<file path="src/common/exe_pkg.sv">
/* Execute stage shared definitions
 * Widths, condition field bit positions, opcode, unit and FSM state enums */
`default_nettype none

package exe_pkg;

   ////////////////////
   // Widths

   localparam int XLEN      = 32;               // Data word
   localparam int CRF_W     = 4;                // Condition field

   // Condition field bits
   localparam int CRF_LT    = 3;
   localparam int CRF_GT    = 2;
   localparam int CRF_EQ    = 1;
   localparam int CRF_SO    = 0;

   // Divider iteration count, one quotient bit per step
   localparam int DIV_STEPS = 32;
   localparam int DIV_CNT_W = $clog2(DIV_STEPS);

   ////////////////////
   // Enums

   typedef enum logic [3:0] {
      OP_NOP     = 4'h0,
      OP_ADD     = 4'h1,
      OP_SUB_BA  = 4'h2,                        // B minus A
      OP_AND     = 4'h3,
      OP_OR      = 4'h4,
      OP_XOR     = 4'h5,
      OP_NOR     = 4'h6,
      OP_MUL_LO  = 4'h7,
      OP_MUL_HI  = 4'h8,                        // Signed high word
      OP_MUL_HIU = 4'h9,                        // Unsigned high word
      OP_DIV     = 4'ha,
      OP_DIVU    = 4'hb
   } exe_op_e;

   // Which unit feeds the result register
   typedef enum logic [1:0] {
      UNIT_NONE = 2'h0,
      UNIT_ALU  = 2'h1,
      UNIT_MUL  = 2'h2,
      UNIT_DIV  = 2'h3
   } exe_unit_e;

   typedef enum logic [1:0] {
      ST_IDLE    = 2'h0,
      ST_DIV     = 2'h2,                        // Waiting on divider
      ST_CONSUME = 2'h3                         // Result ready, take the instruction
   } exe_state_e;

endpackage

`default_nettype wire
</file>
<file path="src/design/exe_stage.sv">
/* Execute stage top: decode, ALU, multiplier, divider, FSM control, result */
`timescale 1ns/1ps
`default_nettype none

module exe_stage (
   input  wire                           clk,
   input  wire                           reset,
   input  wire                           valid_i,
   input  wire exe_pkg::exe_op_e         opcode_i,
   input  wire [exe_pkg::XLEN-1:0]       op_a_i,
   input  wire [exe_pkg::XLEN-1:0]       op_b_i,
   input  wire                           so_i,
   input  wire                           stall_i,
   input  wire                           annul_i,
   output logic                          stall_o,
   output logic                          valid_o,
   output logic [exe_pkg::XLEN-1:0]      result_o,
   output logic [exe_pkg::CRF_W-1:0]     crf_o,
   output logic                          ov_o,
   output logic                          ca_o
);

   exe_pkg::exe_unit_e       unit;
   exe_pkg::exe_state_e      next_state;
   logic                     is_signed;
   logic                     is_high;
   logic                     self_stall;
   logic                     enable_change;
   logic                     mul_enable;
   logic                     div_enable;
   logic                     div_done;
   logic                     accept;            // Instruction leaves this cycle
   logic [exe_pkg::XLEN-1:0] alu_result;
   logic                     alu_carry;
   logic                     alu_overflow;
   logic [exe_pkg::XLEN-1:0] mul_result;
   logic                     mul_overflow;
   logic [exe_pkg::XLEN-1:0] div_result;
   logic                     div_overflow;

   assign accept = enable_change && valid_i && !annul_i && !self_stall;

   exe_decode decode_inst (
      .opcode_i     (opcode_i),
      .unit_o       (unit),
      .signed_o     (is_signed),
      .high_o       (is_high),
      .next_state_o (next_state)
   );

   exe_alu alu_inst (
      .opcode_i   (opcode_i),
      .op_a_i     (op_a_i),
      .op_b_i     (op_b_i),
      .result_o   (alu_result),
      .carry_o    (alu_carry),
      .overflow_o (alu_overflow)
   );

   exe_multiplier multiplier_inst (
      .clk        (clk),
      .reset      (reset),
      .enable_i   (mul_enable),
      .signed_i   (is_signed),
      .high_i     (is_high),
      .op_a_i     (op_a_i),
      .op_b_i     (op_b_i),
      .product_o  (mul_result),
      .overflow_o (mul_overflow)
   );

   exe_divider divider_inst (
      .clk        (clk),
      .reset      (reset),
      .enable_i   (div_enable),
      .signed_i   (is_signed),
      .op_a_i     (op_a_i),
      .op_b_i     (op_b_i),
      .done_o     (div_done),
      .quotient_o (div_result),
      .overflow_o (div_overflow)
   );

   exe_control control_inst (
      .clk             (clk),
      .reset           (reset),
      .valid_i         (valid_i),
      .annul_i         (annul_i),
      .stall_i         (stall_i),
      .next_state_i    (next_state),
      .div_done_i      (div_done),
      .out_valid_i     (valid_o),
      .state_o         (),                // FSM state, probed for debug only
      .self_stall_o    (self_stall),
      .enable_change_o (enable_change),
      .mul_enable_o    (mul_enable),
      .div_enable_o    (div_enable),
      .stall_o         (stall_o)
   );

   exe_result result_inst (
      .clk             (clk),
      .reset           (reset),
      .enable_change_i (enable_change),
      .accept_i        (accept),
      .annul_i         (annul_i),
      .unit_i          (unit),
      .alu_result_i    (alu_result),
      .alu_carry_i     (alu_carry),
      .alu_overflow_i  (alu_overflow),
      .mul_result_i    (mul_result),
      .mul_overflow_i  (mul_overflow),
      .div_result_i    (div_result),
      .div_overflow_i  (div_overflow),
      .so_i            (so_i),
      .valid_o         (valid_o),
      .result_o        (result_o),
      .crf_o           (crf_o),
      .ov_o            (ov_o),
      .ca_o            (ca_o)
   );

endmodule

`default_nettype wire

</file>
<file path="src/design/exe_result.sv">
/* Result select, condition field (LT/GT/EQ/SO) and output registers */
`timescale 1ns/1ps
`default_nettype none

module exe_result (
   input  wire                           clk,
   input  wire                           reset,
   input  wire                           enable_change_i,
   input  wire                           accept_i,
   input  wire                           annul_i,
   input  wire exe_pkg::exe_unit_e       unit_i,
   input  wire [exe_pkg::XLEN-1:0]       alu_result_i,
   input  wire                           alu_carry_i,
   input  wire                           alu_overflow_i,
   input  wire [exe_pkg::XLEN-1:0]       mul_result_i,
   input  wire                           mul_overflow_i,
   input  wire [exe_pkg::XLEN-1:0]       div_result_i,
   input  wire                           div_overflow_i,
   input  wire                           so_i,
   output logic                          valid_o,
   output logic [exe_pkg::XLEN-1:0]      result_o,
   output logic [exe_pkg::CRF_W-1:0]     crf_o,
   output logic                          ov_o,
   output logic                          ca_o
);

   logic [exe_pkg::XLEN-1:0]  sel_result;
   logic                      sel_ov;
   logic                      sel_ca;
   logic [exe_pkg::CRF_W-1:0] crf_next;

   ////////////////////
   // Unit select

   always_comb begin
      sel_result = '0;
      sel_ov     = 1'b0;
      sel_ca     = 1'b0;                         // Only the ALU makes a carry
      case (unit_i)
         exe_pkg::UNIT_ALU: begin
            sel_result = alu_result_i;
            sel_ov     = alu_overflow_i;
            sel_ca     = alu_carry_i;
         end
         exe_pkg::UNIT_MUL: begin
            sel_result = mul_result_i;
            sel_ov     = mul_overflow_i;
         end
         exe_pkg::UNIT_DIV: begin
            sel_result = div_result_i;
            sel_ov     = div_overflow_i;
         end
         default: begin
         end
      endcase
   end

   // Condition field, zero when no unit produces a result
   always_comb begin
      crf_next = '0;
      if (unit_i != exe_pkg::UNIT_NONE) begin
         crf_next[exe_pkg::CRF_LT] = sel_result[exe_pkg::XLEN-1];
         crf_next[exe_pkg::CRF_GT] = !sel_result[exe_pkg::XLEN-1] && (sel_result != '0);
         crf_next[exe_pkg::CRF_EQ] = (sel_result == '0);
         crf_next[exe_pkg::CRF_SO] = so_i | sel_ov;   // Sticky summary overflow
      end
   end

   ////////////////////
   // Output registers

   always_ff @(posedge clk) begin
      if (reset) begin
         valid_o  <= 1'b0;
         result_o <= '0;
         crf_o    <= '0;
         ov_o     <= 1'b0;
         ca_o     <= 1'b0;
      end else begin
         if (enable_change_i) begin              // Latch every open cycle
            result_o <= sel_result;
            crf_o    <= crf_next;
            ov_o     <= sel_ov;
            ca_o     <= sel_ca;
         end
         if (annul_i)
            valid_o <= 1'b0;                     // Flush, even when held
         else if (enable_change_i)
            valid_o <= accept_i;
      end
   end

endmodule

`default_nettype wire

</file>
<file path="src/design/exe_control.sv">
/* Multicycle FSM (IDLE/DIV/CONSUME), self-stall, enable_change and unit enables */
`timescale 1ns/1ps
`default_nettype none

module exe_control (
   input  wire                        clk,
   input  wire                        reset,
   input  wire                        valid_i,
   input  wire                        annul_i,
   input  wire                        stall_i,
   input  wire exe_pkg::exe_state_e   next_state_i,
   input  wire                        div_done_i,
   input  wire                        out_valid_i,
   output exe_pkg::exe_state_e        state_o,
   output logic                       self_stall_o,
   output logic                       enable_change_o,
   output logic                       mul_enable_o,
   output logic                       div_enable_o,
   output logic                       stall_o
);

   exe_pkg::exe_state_e state_r;
   logic                presented;              // Live instruction this cycle

   assign presented = valid_i && !annul_i;

   // Stall entering a multicycle op, and all through DIV. CONSUME lets go
   assign self_stall_o = presented &&
                         (((state_r == exe_pkg::ST_IDLE) && (next_state_i != exe_pkg::ST_IDLE)) ||
                          (state_r == exe_pkg::ST_DIV));

   // Output registers may change unless holding a valid result against stall
   assign enable_change_o = !out_valid_i || !stall_i;
   assign stall_o         = self_stall_o || !enable_change_o;

   assign mul_enable_o = presented && (state_r == exe_pkg::ST_IDLE);
   // Low in CONSUME so back-to-back divides restart the divider
   assign div_enable_o = presented && (next_state_i == exe_pkg::ST_DIV) &&
                         (state_r != exe_pkg::ST_CONSUME);

   ////////////////////
   // FSM, advances even while outputs are held

   always_ff @(posedge clk) begin
      if (reset || annul_i) begin
         state_r <= exe_pkg::ST_IDLE;
      end else if (presented) begin
         case (state_r)
            exe_pkg::ST_IDLE:    state_r <= next_state_i;
            exe_pkg::ST_DIV:     if (div_done_i) state_r <= exe_pkg::ST_CONSUME;
            exe_pkg::ST_CONSUME: if (enable_change_o) state_r <= exe_pkg::ST_IDLE;
            default:             state_r <= exe_pkg::ST_IDLE;
         endcase
      end
   end

   assign state_o = state_r;

endmodule

`default_nettype wire

</file>
<file path="src/divider/exe_divider.sv">
/* Radix-2 restoring divider, signed or unsigned, with one-cycle done pulse
 * Zero divisor and most-negative over minus one give 0 with overflow */
`timescale 1ns/1ps
`default_nettype none

module exe_divider (
   input  wire                           clk,
   input  wire                           reset,
   input  wire                           enable_i,
   input  wire                           signed_i,
   input  wire [exe_pkg::XLEN-1:0]       op_a_i,      // Dividend
   input  wire [exe_pkg::XLEN-1:0]       op_b_i,      // Divisor
   output logic                          done_o,
   output logic [exe_pkg::XLEN-1:0]      quotient_o,
   output logic                          overflow_o
);

   // Iteration state
   logic [exe_pkg::XLEN-1:0]      rem_r;
   logic [exe_pkg::XLEN-1:0]      quo_r;               // Dividend shifts out, quotient in
   logic [exe_pkg::XLEN-1:0]      dvs_r;
   logic                          neg_r;
   logic                          ovf_r;
   logic                          running_r;
   logic                          finished_r;
   logic                          done_r;
   logic [exe_pkg::DIV_CNT_W-1:0] step_r;
   logic [exe_pkg::XLEN-1:0]      quotient_r;
   logic                          overflow_r;

   logic                          neg_a;
   logic                          neg_b;
   logic [exe_pkg::XLEN-1:0]      mag_a;
   logic [exe_pkg::XLEN-1:0]      mag_b;
   logic [exe_pkg::XLEN:0]        shifted;
   logic [exe_pkg::XLEN:0]        trial;
   logic [exe_pkg::XLEN-1:0]      rem_next;
   logic [exe_pkg::XLEN-1:0]      quo_next;

   ////////////////////
   // Operand magnitudes

   assign neg_a = signed_i & op_a_i[exe_pkg::XLEN-1];
   assign neg_b = signed_i & op_b_i[exe_pkg::XLEN-1];
   assign mag_a = neg_a ? -op_a_i : op_a_i;
   assign mag_b = neg_b ? -op_b_i : op_b_i;

   ////////////////////
   // One shift-subtract step

   assign shifted = {rem_r, quo_r[exe_pkg::XLEN-1]};
   assign trial   = shifted - {1'b0, dvs_r};

   always_comb begin
      if (!trial[exe_pkg::XLEN]) begin                // Fits, keep difference
         rem_next = trial[exe_pkg::XLEN-1:0];
         quo_next = {quo_r[exe_pkg::XLEN-2:0], 1'b1};
      end else begin                                  // Restore
         rem_next = shifted[exe_pkg::XLEN-1:0];
         quo_next = {quo_r[exe_pkg::XLEN-2:0], 1'b0};
      end
   end

   always_ff @(posedge clk) begin
      if (reset || !enable_i) begin                   // Back to start, result kept
         running_r  <= 1'b0;
         finished_r <= 1'b0;
         done_r     <= 1'b0;
         step_r     <= '0;
         if (reset) begin
            quotient_r <= '0;
            overflow_r <= 1'b0;
         end
      end else if (!running_r && !finished_r) begin  // Load cycle
         rem_r     <= '0;
         quo_r     <= mag_a;
         dvs_r     <= mag_b;
         neg_r     <= neg_a ^ neg_b;
         ovf_r     <= (op_b_i == '0) ||
                      (signed_i && op_a_i == {1'b1, {(exe_pkg::XLEN-1){1'b0}}} &&
                       op_b_i == '1);
         running_r <= 1'b1;
         step_r    <= '0;
      end else if (running_r) begin
         rem_r  <= rem_next;
         quo_r  <= quo_next;
         step_r <= step_r + 1'b1;
         if (step_r == exe_pkg::DIV_CNT_W'(exe_pkg::DIV_STEPS - 1)) begin
            running_r  <= 1'b0;
            finished_r <= 1'b1;
            done_r     <= 1'b1;
            quotient_r <= ovf_r ? '0 : (neg_r ? -quo_next : quo_next);
            overflow_r <= ovf_r;
         end
      end else begin
         done_r <= 1'b0;                              // Pulse only, then wait for enable drop
      end
   end

   assign done_o     = done_r;
   assign quotient_o = quotient_r;
   assign overflow_o = overflow_r;

endmodule

`default_nettype wire

</file>
<file path="src/design/exe_multiplier.sv">
/* Two-cycle 32x32 multiplier, registered product, low or high word out */
`timescale 1ns/1ps
`default_nettype none

module exe_multiplier (
   input  wire                           clk,
   input  wire                           reset,
   input  wire                           enable_i,
   input  wire                           signed_i,
   input  wire                           high_i,
   input  wire [exe_pkg::XLEN-1:0]       op_a_i,
   input  wire [exe_pkg::XLEN-1:0]       op_b_i,
   output logic [exe_pkg::XLEN-1:0]      product_o,
   output logic                          overflow_o
);

   logic signed [exe_pkg::XLEN:0]     ext_a;     // One extra bit, sign or zero
   logic signed [exe_pkg::XLEN:0]     ext_b;
   logic signed [2*exe_pkg::XLEN+1:0] full_prod;
   logic [2*exe_pkg::XLEN-1:0]        prod_r;
   logic                              high_r;

   assign ext_a     = {signed_i & op_a_i[exe_pkg::XLEN-1], op_a_i};
   assign ext_b     = {signed_i & op_b_i[exe_pkg::XLEN-1], op_b_i};
   assign full_prod = ext_a * ext_b;

   // First cycle captures, second cycle reads out
   always_ff @(posedge clk) begin
      if (reset) begin
         prod_r <= '0;
         high_r <= 1'b0;
      end else if (enable_i) begin
         prod_r <= full_prod[2*exe_pkg::XLEN-1:0];
         high_r <= high_i;
      end
   end

   assign product_o = high_r ? prod_r[2*exe_pkg::XLEN-1:exe_pkg::XLEN] :
                               prod_r[exe_pkg::XLEN-1:0];

   // Low word only: upper half must be pure sign extension
   assign overflow_o = !high_r &&
                       (prod_r[2*exe_pkg::XLEN-1:exe_pkg::XLEN] !=
                        {exe_pkg::XLEN{prod_r[exe_pkg::XLEN-1]}});

endmodule

`default_nettype wire

</file>
<file path="src/design/exe_alu.sv">
/* Single-cycle ALU: add, subtract B-A, logic ops, carry and overflow */
`timescale 1ns/1ps
`default_nettype none

module exe_alu (
   input  wire exe_pkg::exe_op_e         opcode_i,
   input  wire [exe_pkg::XLEN-1:0]       op_a_i,
   input  wire [exe_pkg::XLEN-1:0]       op_b_i,
   output logic [exe_pkg::XLEN-1:0]      result_o,
   output logic                          carry_o,
   output logic                          overflow_o
);

   logic [exe_pkg::XLEN:0] sum_ab;      // Carry out in MSB
   logic [exe_pkg::XLEN:0] diff_ba;     // B + ~A + 1, carry = no borrow
   logic                   ov_add;
   logic                   ov_sub;

   assign sum_ab  = {1'b0, op_a_i} + {1'b0, op_b_i};
   assign diff_ba = {1'b0, op_b_i} + {1'b0, ~op_a_i} + 1'b1;

   // Signed overflow from operand and result signs
   assign ov_add = (op_a_i[exe_pkg::XLEN-1] == op_b_i[exe_pkg::XLEN-1]) &&
                   (sum_ab[exe_pkg::XLEN-1] != op_a_i[exe_pkg::XLEN-1]);
   assign ov_sub = (op_b_i[exe_pkg::XLEN-1] != op_a_i[exe_pkg::XLEN-1]) &&
                   (diff_ba[exe_pkg::XLEN-1] != op_b_i[exe_pkg::XLEN-1]);

   always_comb begin
      result_o   = '0;
      carry_o    = 1'b0;                // Flags stay zero for logic ops
      overflow_o = 1'b0;
      case (opcode_i)
         exe_pkg::OP_ADD: begin
            result_o   = sum_ab[exe_pkg::XLEN-1:0];
            carry_o    = sum_ab[exe_pkg::XLEN];
            overflow_o = ov_add;
         end
         exe_pkg::OP_SUB_BA: begin
            result_o   = diff_ba[exe_pkg::XLEN-1:0];
            carry_o    = diff_ba[exe_pkg::XLEN];
            overflow_o = ov_sub;
         end
         exe_pkg::OP_AND: result_o = op_a_i & op_b_i;
         exe_pkg::OP_OR:  result_o = op_a_i | op_b_i;
         exe_pkg::OP_XOR: result_o = op_a_i ^ op_b_i;
         exe_pkg::OP_NOR: result_o = ~(op_a_i | op_b_i);
         default: begin
         end
      endcase
   end

endmodule

`default_nettype wire

</file>
<file path="src/design/exe_decode.sv">
/* Opcode decode: result unit, signedness, high word select, multicycle state */
`timescale 1ns/1ps
`default_nettype none

module exe_decode (
   input  wire exe_pkg::exe_op_e     opcode_i,
   output exe_pkg::exe_unit_e        unit_o,
   output logic                      signed_o,
   output logic                      high_o,
   output exe_pkg::exe_state_e       next_state_o
);

   always_comb begin
      unit_o       = exe_pkg::UNIT_NONE;
      signed_o     = 1'b0;
      high_o       = 1'b0;
      next_state_o = exe_pkg::ST_IDLE;      // Single cycle unless told otherwise

      case (opcode_i)
         exe_pkg::OP_ADD, exe_pkg::OP_SUB_BA, exe_pkg::OP_AND,
         exe_pkg::OP_OR, exe_pkg::OP_XOR, exe_pkg::OP_NOR: begin
            unit_o = exe_pkg::UNIT_ALU;
         end
         // Multiplies always take two cycles, straight to CONSUME
         exe_pkg::OP_MUL_LO: begin
            unit_o       = exe_pkg::UNIT_MUL;
            signed_o     = 1'b1;            // Signed product for overflow check
            next_state_o = exe_pkg::ST_CONSUME;
         end
         exe_pkg::OP_MUL_HI: begin
            unit_o       = exe_pkg::UNIT_MUL;
            signed_o     = 1'b1;
            high_o       = 1'b1;
            next_state_o = exe_pkg::ST_CONSUME;
         end
         exe_pkg::OP_MUL_HIU: begin
            unit_o       = exe_pkg::UNIT_MUL;
            high_o       = 1'b1;
            next_state_o = exe_pkg::ST_CONSUME;
         end
         // Divides run until the divider says done
         exe_pkg::OP_DIV: begin
            unit_o       = exe_pkg::UNIT_DIV;
            signed_o     = 1'b1;
            next_state_o = exe_pkg::ST_DIV;
         end
         exe_pkg::OP_DIVU: begin
            unit_o       = exe_pkg::UNIT_DIV;
            next_state_o = exe_pkg::ST_DIV;
         end
         default: begin
         end                                // NOP, spare codes
      endcase
   end

endmodule

`default_nettype wire

</file>
<file path="config.mk">
export PLATFORM = sky130hd
export DESIGN_NAME = exe_stage
export DESIGN_NICKNAME = d
export VERILOG_FILES = /design/src/common/exe_pkg.sv /design/src/design/exe_stage.sv /design/src/design/exe_result.sv /design/src/design/exe_control.sv /design/src/divider/exe_divider.sv /design/src/design/exe_multiplier.sv /design/src/design/exe_alu.sv /design/src/design/exe_decode.sv
export SDC_FILE = /design/constraint.sdc
export NUM_CORES = 2
export LEC_CHECK = 0
export ABC_CLOCK_PERIOD_IN_PS = 9900
export BUFFER_PORTS_ARGS = -buffer_cell sky130_fd_sc_hd__buf_4
export CAP_MARGIN = 0
export CORE_AREA = 2 2 383 385
export CTS_CLUSTER_SIZE = 14
export DETAILED_ROUTE_END_ITERATION = 8
export DIE_AREA = 0 0 385 387
export GPL_ROUTABILITY_DRIVEN = 1
export PLACE_DENSITY = 0.65
export SKIP_CTS_REPAIR_TIMING = 1
export SLEW_MARGIN = 25
export SYNTH_ARGS = -nofsm -noshare
export SYNTH_HDL_FRONTEND = slang
export SYNTH_HIERARCHICAL = 1
export SYNTH_SLANG_ARGS = --single-unit
</file>
<file path="constraint.sdc">
create_clock -name clk -period 9.9 [get_ports clk]
set_input_delay 0.495 -clock clk [delete_from_list [all_inputs] [get_ports clk]]
set_output_delay 0.495 -clock clk [all_outputs]
set_load 0.05 [all_outputs]
</file>
Word level (Yosys, flattened, before mapping)
Index checks and enable logic that the tools add are counted.
{"block": "word_totals", "output_inout_bits": 40, "inputBits": 74, "ff_bits": 245, "wordCells": 163}
{"block": "classes", "n_mul": 1, "muxes": 39, "bitwise_logic": 11, "reduce_logical": 54, "eq_ne": 31, "addsub": 8}
{"operator": "$mux 32", "count": 14}
{"operator": "$pmux 32 s6", "count": 1}
{"operator": "$neg 32->32", "count": 3}
{"operator": "$pmux 32 s3", "count": 1}
{"operator": "$add 32x32->33", "count": 2}
{"operator": "$eq 32x32->1 const B", "count": 2}
{"operator": "$logic_not 32->1", "count": 2}
{"operator": "$mul 33x33->64", "count": 1}
{"operator": "$not 32->32", "count": 2}
{"operator": "$add 33x1->33 const B", "count": 1}
{"operator": "$sub 33x32->33", "count": 1}
{"operator": "$and 32x32->32", "count": 1}
{"operator": "$ne 32x32->1", "count": 1}
{"operator": "$or 32x32->32", "count": 1}
{"operator": "$reduce_bool 32->1", "count": 1}
{"operator": "$xor 32x32->32", "count": 1}
{"operator": "$eq 4x3->1 const B", "count": 4}
{"operator": "$eq 4x4->1 const B", "count": 4}
{"operator": "$logic_and 1x1->1", "count": 16}
{"operator": "$mux 1", "count": 14}
{"operator": "$pmux 2 s3", "count": 2}
{"operator": "$eq 2x2->1 const B", "count": 5}
{"operator": "$logic_not 1->1", "count": 10}
{"operator": "$reduce_bool 2->1", "count": 5}
{"operator": "26 further kinds", "count": 49}

Depth between registers and ports, before layout
{"block": "depth", "word_depth": 10, "depth_mapped": 32, "mapped_depth_nobuf": 30}

By module
The synthesis kept the hierarchy.
{"mod": "exe_multiplier", "n_inst": 1, "area_each_um2": 40657.7, "seq_area_each_um2": 1301.2, "cells_each": 4451}
{"mod": "exe_divider", "n_inst": 1, "area_each_um2": 9125.0, "seq_area_each_um2": 4093.9, "cells_each": 926}
{"mod": "exe_alu", "n_inst": 1, "area_each_um2": 5457.7, "seq_area_each_um2": 0.0, "cells_each": 844}
{"mod": "exe_result", "n_inst": 1, "area_each_um2": 2233.4, "seq_area_each_um2": 780.7, "cells_each": 229}
{"mod": "exe_control", "n_inst": 1, "area_each_um2": 171.4, "seq_area_each_um2": 40.0, "cells_each": 19}
{"mod": "exe_decode", "n_inst": 1, "area_each_um2": 75.1, "seq_area_each_um2": 0.0, "cells_each": 11}
{"mod": "exe_stage", "n_inst": 1, "area_each_um2": 12.5, "seq_area_each_um2": 0.0, "cells_each": 1}

Worst setup path after synthesis
OpenSTA, ideal clock, no wires.
{"block": "synth_path", "path_type": "input -> register", "startpoint": "input opcode_i[2]", "endpoint": "register multiplier_inst/prod_r[60] (netlist name)", "setup_time_ps": 122, "path_stages": 28, "path_buffers": 2, "arrival_time_ps": 8817, "t_required_ps": 9778, "setup_slack_ps": 961, "path_cell_list": "nand2b_4 o21ai_0 and2_1 clkbuf_1 nand2_1 inv_1 fa_1 fa_1 fa_1 inv_1 fa_1 inv_1 fa_1 fa_1 inv_1 fa_1 fa_1 inv_1 ha_1 clkbuf_1 a21o_1 a21o_1 a21o_1 a21o_1 a221oi_1 o41ai_4 nor4b_2 a311o_1"}
{"block": "synth_via", "elab_chain_cells": 5, "elab_cells_between_ends": 8, "classes_between": "mul: 1; eq/ne: 3; mux: 1; bitwise: 2; reduce/logical: 1"}
{"item": "start, declared", "line": "exe_stage.sv:9", "text": "input wire exe_pkg::exe_op_e opcode_i,"}
{"item": "$eq 4x3->1 or $eq 4x4->1 (tied branches)", "line": "exe_decode.sv:19", "text": "case (opcode_i)"}
{"item": "$reduce_or 3->1 (no source line) (*)"}
{"item": "$mux 1 (*)", "line": "exe_decode.sv:19"}
{"item": "net is_signed", "line": "exe_stage.sv:25", "text": "logic is_signed;"}
{"item": "$and 1x1->1, on equally long branches", "line": "exe_multiplier.sv:23, exe_multiplier.sv:24"}
{"item": "$mul 33x33->64 (*)", "line": "exe_multiplier.sv:25", "text": "assign full_prod = ext_a * ext_b;"}
{"item": "end signal, assigned", "line": "exe_multiplier.sv:33", "text": "prod_r <= full_prod[2*exe_pkg::XLEN-1:0];"}
{"item": "end, declared", "line": "exe_multiplier.sv:20", "text": "logic [2*exe_pkg::XLEN-1:0] prod_r;"}
The timed path passes the listed nets; every way through them passes the cells marked *.
A chain may end at the register's enable or synchronous reset.

Final worst setup path
{"block": "layout_path", "startpoint": "input opcode_i[3]", "endpoint": "register multiplier_inst/prod_r[63] (netlist name)"}
Same word-level chain as after synthesis.

==> run_results.csv <==
group,metric,value,unit
floorplan,rows,140,
detailed_routing,drt-initial-drc-count,3907,
global_route,grt_usage,0.250,
timing,finalSetupTns,0,ps
synth,netlist_instances,6481,
detailed_routing,drc,0,
cells_and_area,drive_gt1_frac,0.0584,
clocking,htreeDepth,1,
synth,yosys.area.top_type,"fa_1",
clocking,path_clk_slew,70,ps
critical_path,rr_worst_depth,16,
synth,synth_nets,8044,
floorplan,die_w,385,µm
global_route,antenna_found_initial,6,
global_route,grt_pass1_wl,287000,µm
synth,async_flop_share,0,
timing,relSlewSlack,0.276,
detailed_routing,dr_total_vias,46000,
critical_path,worstPathRequired,10380,ps
clocking,cts_tree,"built",
timing,setup_violations,0,
critical_path,crit_path_end_kind,"flip-flop",
clocking,cts-root-buf,"clkbuf_16",
synth,ys_ff_latch,245,
timing,tightest_slew,1080,ps
global_route,grt_overflow,0,
critical_path,arrival,9210,ps
placed_design,routabilityCongestion,0.939,
floorplan,top_level_ports,114,
synth,synthFlopType,"edfxtp_1",
floorplan,start_util,0.399,
synth,yosysMostFrequentCell,"inv_1",
synth,ys_types,116,
timing,hold_viol,0,
timing,max_freq,115,MHz
global_route,grt_max_degree,80,
detailed_routing,wl,185000,µm
outcome,status,"complete, no violations",
placed_design,hpwl,137000,µm
synth,synth_top_area_frac,0.391,
timing,skew,12.3,ps
timing,drv_slew,0,
detailed_routing,wl_per_cell,22.4,µm
cells_and_area,area_growth,5.43,%
clocking,cts_buffers,27,
critical_path,start_kind,"primary input",
placed_design,dp_slack,636,ps
clocking,clockBufferDepth,3,
clocking,clk_latency,580,ps
synth,synth.avg_cell_area,8.91,µm²
clocking,cts.sinks,245,
synth,netlist_area,57700,µm²
synth,ys_warn_count,6,
timing,fin_ws,1170,ps
cells_and_area,final_net_count,7878,
placed_design,portBuffers,113,
floorplan,die_height,387,µm
timing,period_needed,8730,ps
worst_hold_path,hold_class,"in -> reg",
floorplan,core_area,145000,µm²
timing,period_share,0.882,
critical_path,cp_max_fo,27,
synth,synth-edff-count,131,
worst_hold_path,min_path_cells,2,
cells_and_area,fillerInstances,14200,
floorplan,dieArea,149000,µm²
detailed_routing,avgViaCountPerCell,5.57,
detailed_routing,dr.pass1.iters,6,
synth,ys_seq_area_frac,0.108,
detailed_routing,final_antenna_net_count,0,
global_route,grt_pass1_vias,48300,
synth,synth_top_cells_by_area,"fa_1 (39%), inv_1 (8.1%), ha_1 (7.8%)",
synth,synthTopCellsByCount,"inv_1 (1248), fa_1 (1128), nand2_1 (888), and2_1 (366), ha_1 (361)",
flow_run,drv_cap,0,
timing,rsz0062_at_grt,"no",
critical_path,critPathKind,"in -> reg",
cells by family (layout without fill, tap and decap cells):
logic type	count (synthesis)	in the layout	synth area share
XOR/XNOR	190	190	0.0291
multiplexers	129	129	0.0242
buffers and inverters	1608	1463	0.107
adder cells (fa/ha/maj)	1489	1489	0.469
other	0	1	0
AO/OA/AOI/OAI	856	856	0.103
flip-flops	245	245	0.108
AND/OR/NAND/NOR	1964	1964	0.160
cell usage in the layout, fill, tap and decap left out, drive strengths merged, types with 65 or more instances in the layout:
cell type | synthesis | layout
inv | 1249 | 1256
dfxtp | 114 | 114
o21ai | 167 | 167
nor3 | 65 | 65
xnor2 | 106 | 106
and2 | 366 | 366
a21oi | 202 | 202
fa | 1128 | 1128
nand2 | 890 | 890
nor2 | 352 | 352
edfxtp | 131 | 131
ha | 361 | 361
xor2 | 84 | 84
buf | 47 | 163
mux2 | 69 | 69
worst paths after layout:
kind              slack, ps                      from                          end
setup reg to reg       5280    divider_inst/quo_r[31]  divider_inst/quotient_o[28]
hold / removal          130                   annul_i      control_inst/state_o[0]
hold reg to reg         460  result_inst/result_o[31]     result_inst/result_o[31]
setup / recovery       1170               opcode_i[3]   multiplier_inst/prod_r[63]
sequential cells by signal (all words and copies together), names as in the netlist, 2 cells and up:
register                 count
control_inst/state_o         2
divider_inst/rem_r          32
divider_inst/dvs_r          32
result_inst/result_o        32
divider_inst/quo_r          32
result_inst/crf_o            4
divider_inst/step_r          5
divider_inst/quotient_o     32
multiplier_inst/prod_r      64
cell type report:
type                    instances  area, µm²  area share
multi-input cells            4628      45400       0.746
flip-flops and latches        245       6220       0.102
inverters                    1250       4690      0.0771
well taps                    1917       2400      0.0394
repair buffers                163       1250      0.0206
clock buffers                  37        786      0.0129
clock inverters                13        113     0.00185
diodes                          1       2.50   0.0000411
per-layer routing:
layer	routed length [µm]	global-route usage	up-vias
met2	83400	0.395	2007
met3	16600	0.0442	409
met5	9	0	-
li1	-	-	19900
met4	8530	0.103	2
met1	76500	0.337	23700
through the flow:
step / instance area, µm² / utilization / hold WS, ps / instances
after floorplan: 57700 / - / 437 / 6481
after global placement: 59900 / 0.414 / 437 / 8201
after detailed placement: 59900 / 0.414 / 444 / 8201
after CTS: 60800 / 0.420 / 105 / 8251
after global routing: 60900 / 0.420 / 127 / 8253
final: 60900 / 0.420 / 129 / 8254
worst max-delay path: stages:
cell,delay [ps]
buf_4,160
nand4b_1,280
o21ai_2,190
buf_4,420
and3_1,290
fa_1,530
fa_1,630
fa_2,500
inv_1,430
fa_1,510
inv_1,90
fa_1,440
fa_1,500
fa_1,500
inv_1,50
fa_1,480
inv_1,40
ha_1,370
a21o_1,210
a21o_1,190
a2111oi_2,380
o21bai_1,130
a221oi_2,310
nand2_1,150
a311oi_2,380
a2111oi_1,150
a2111oi_2,330
Power is left out: the tool's default activity adds up to more than one toggle a clock period on the data nets, which glitch-free logic cannot reach.
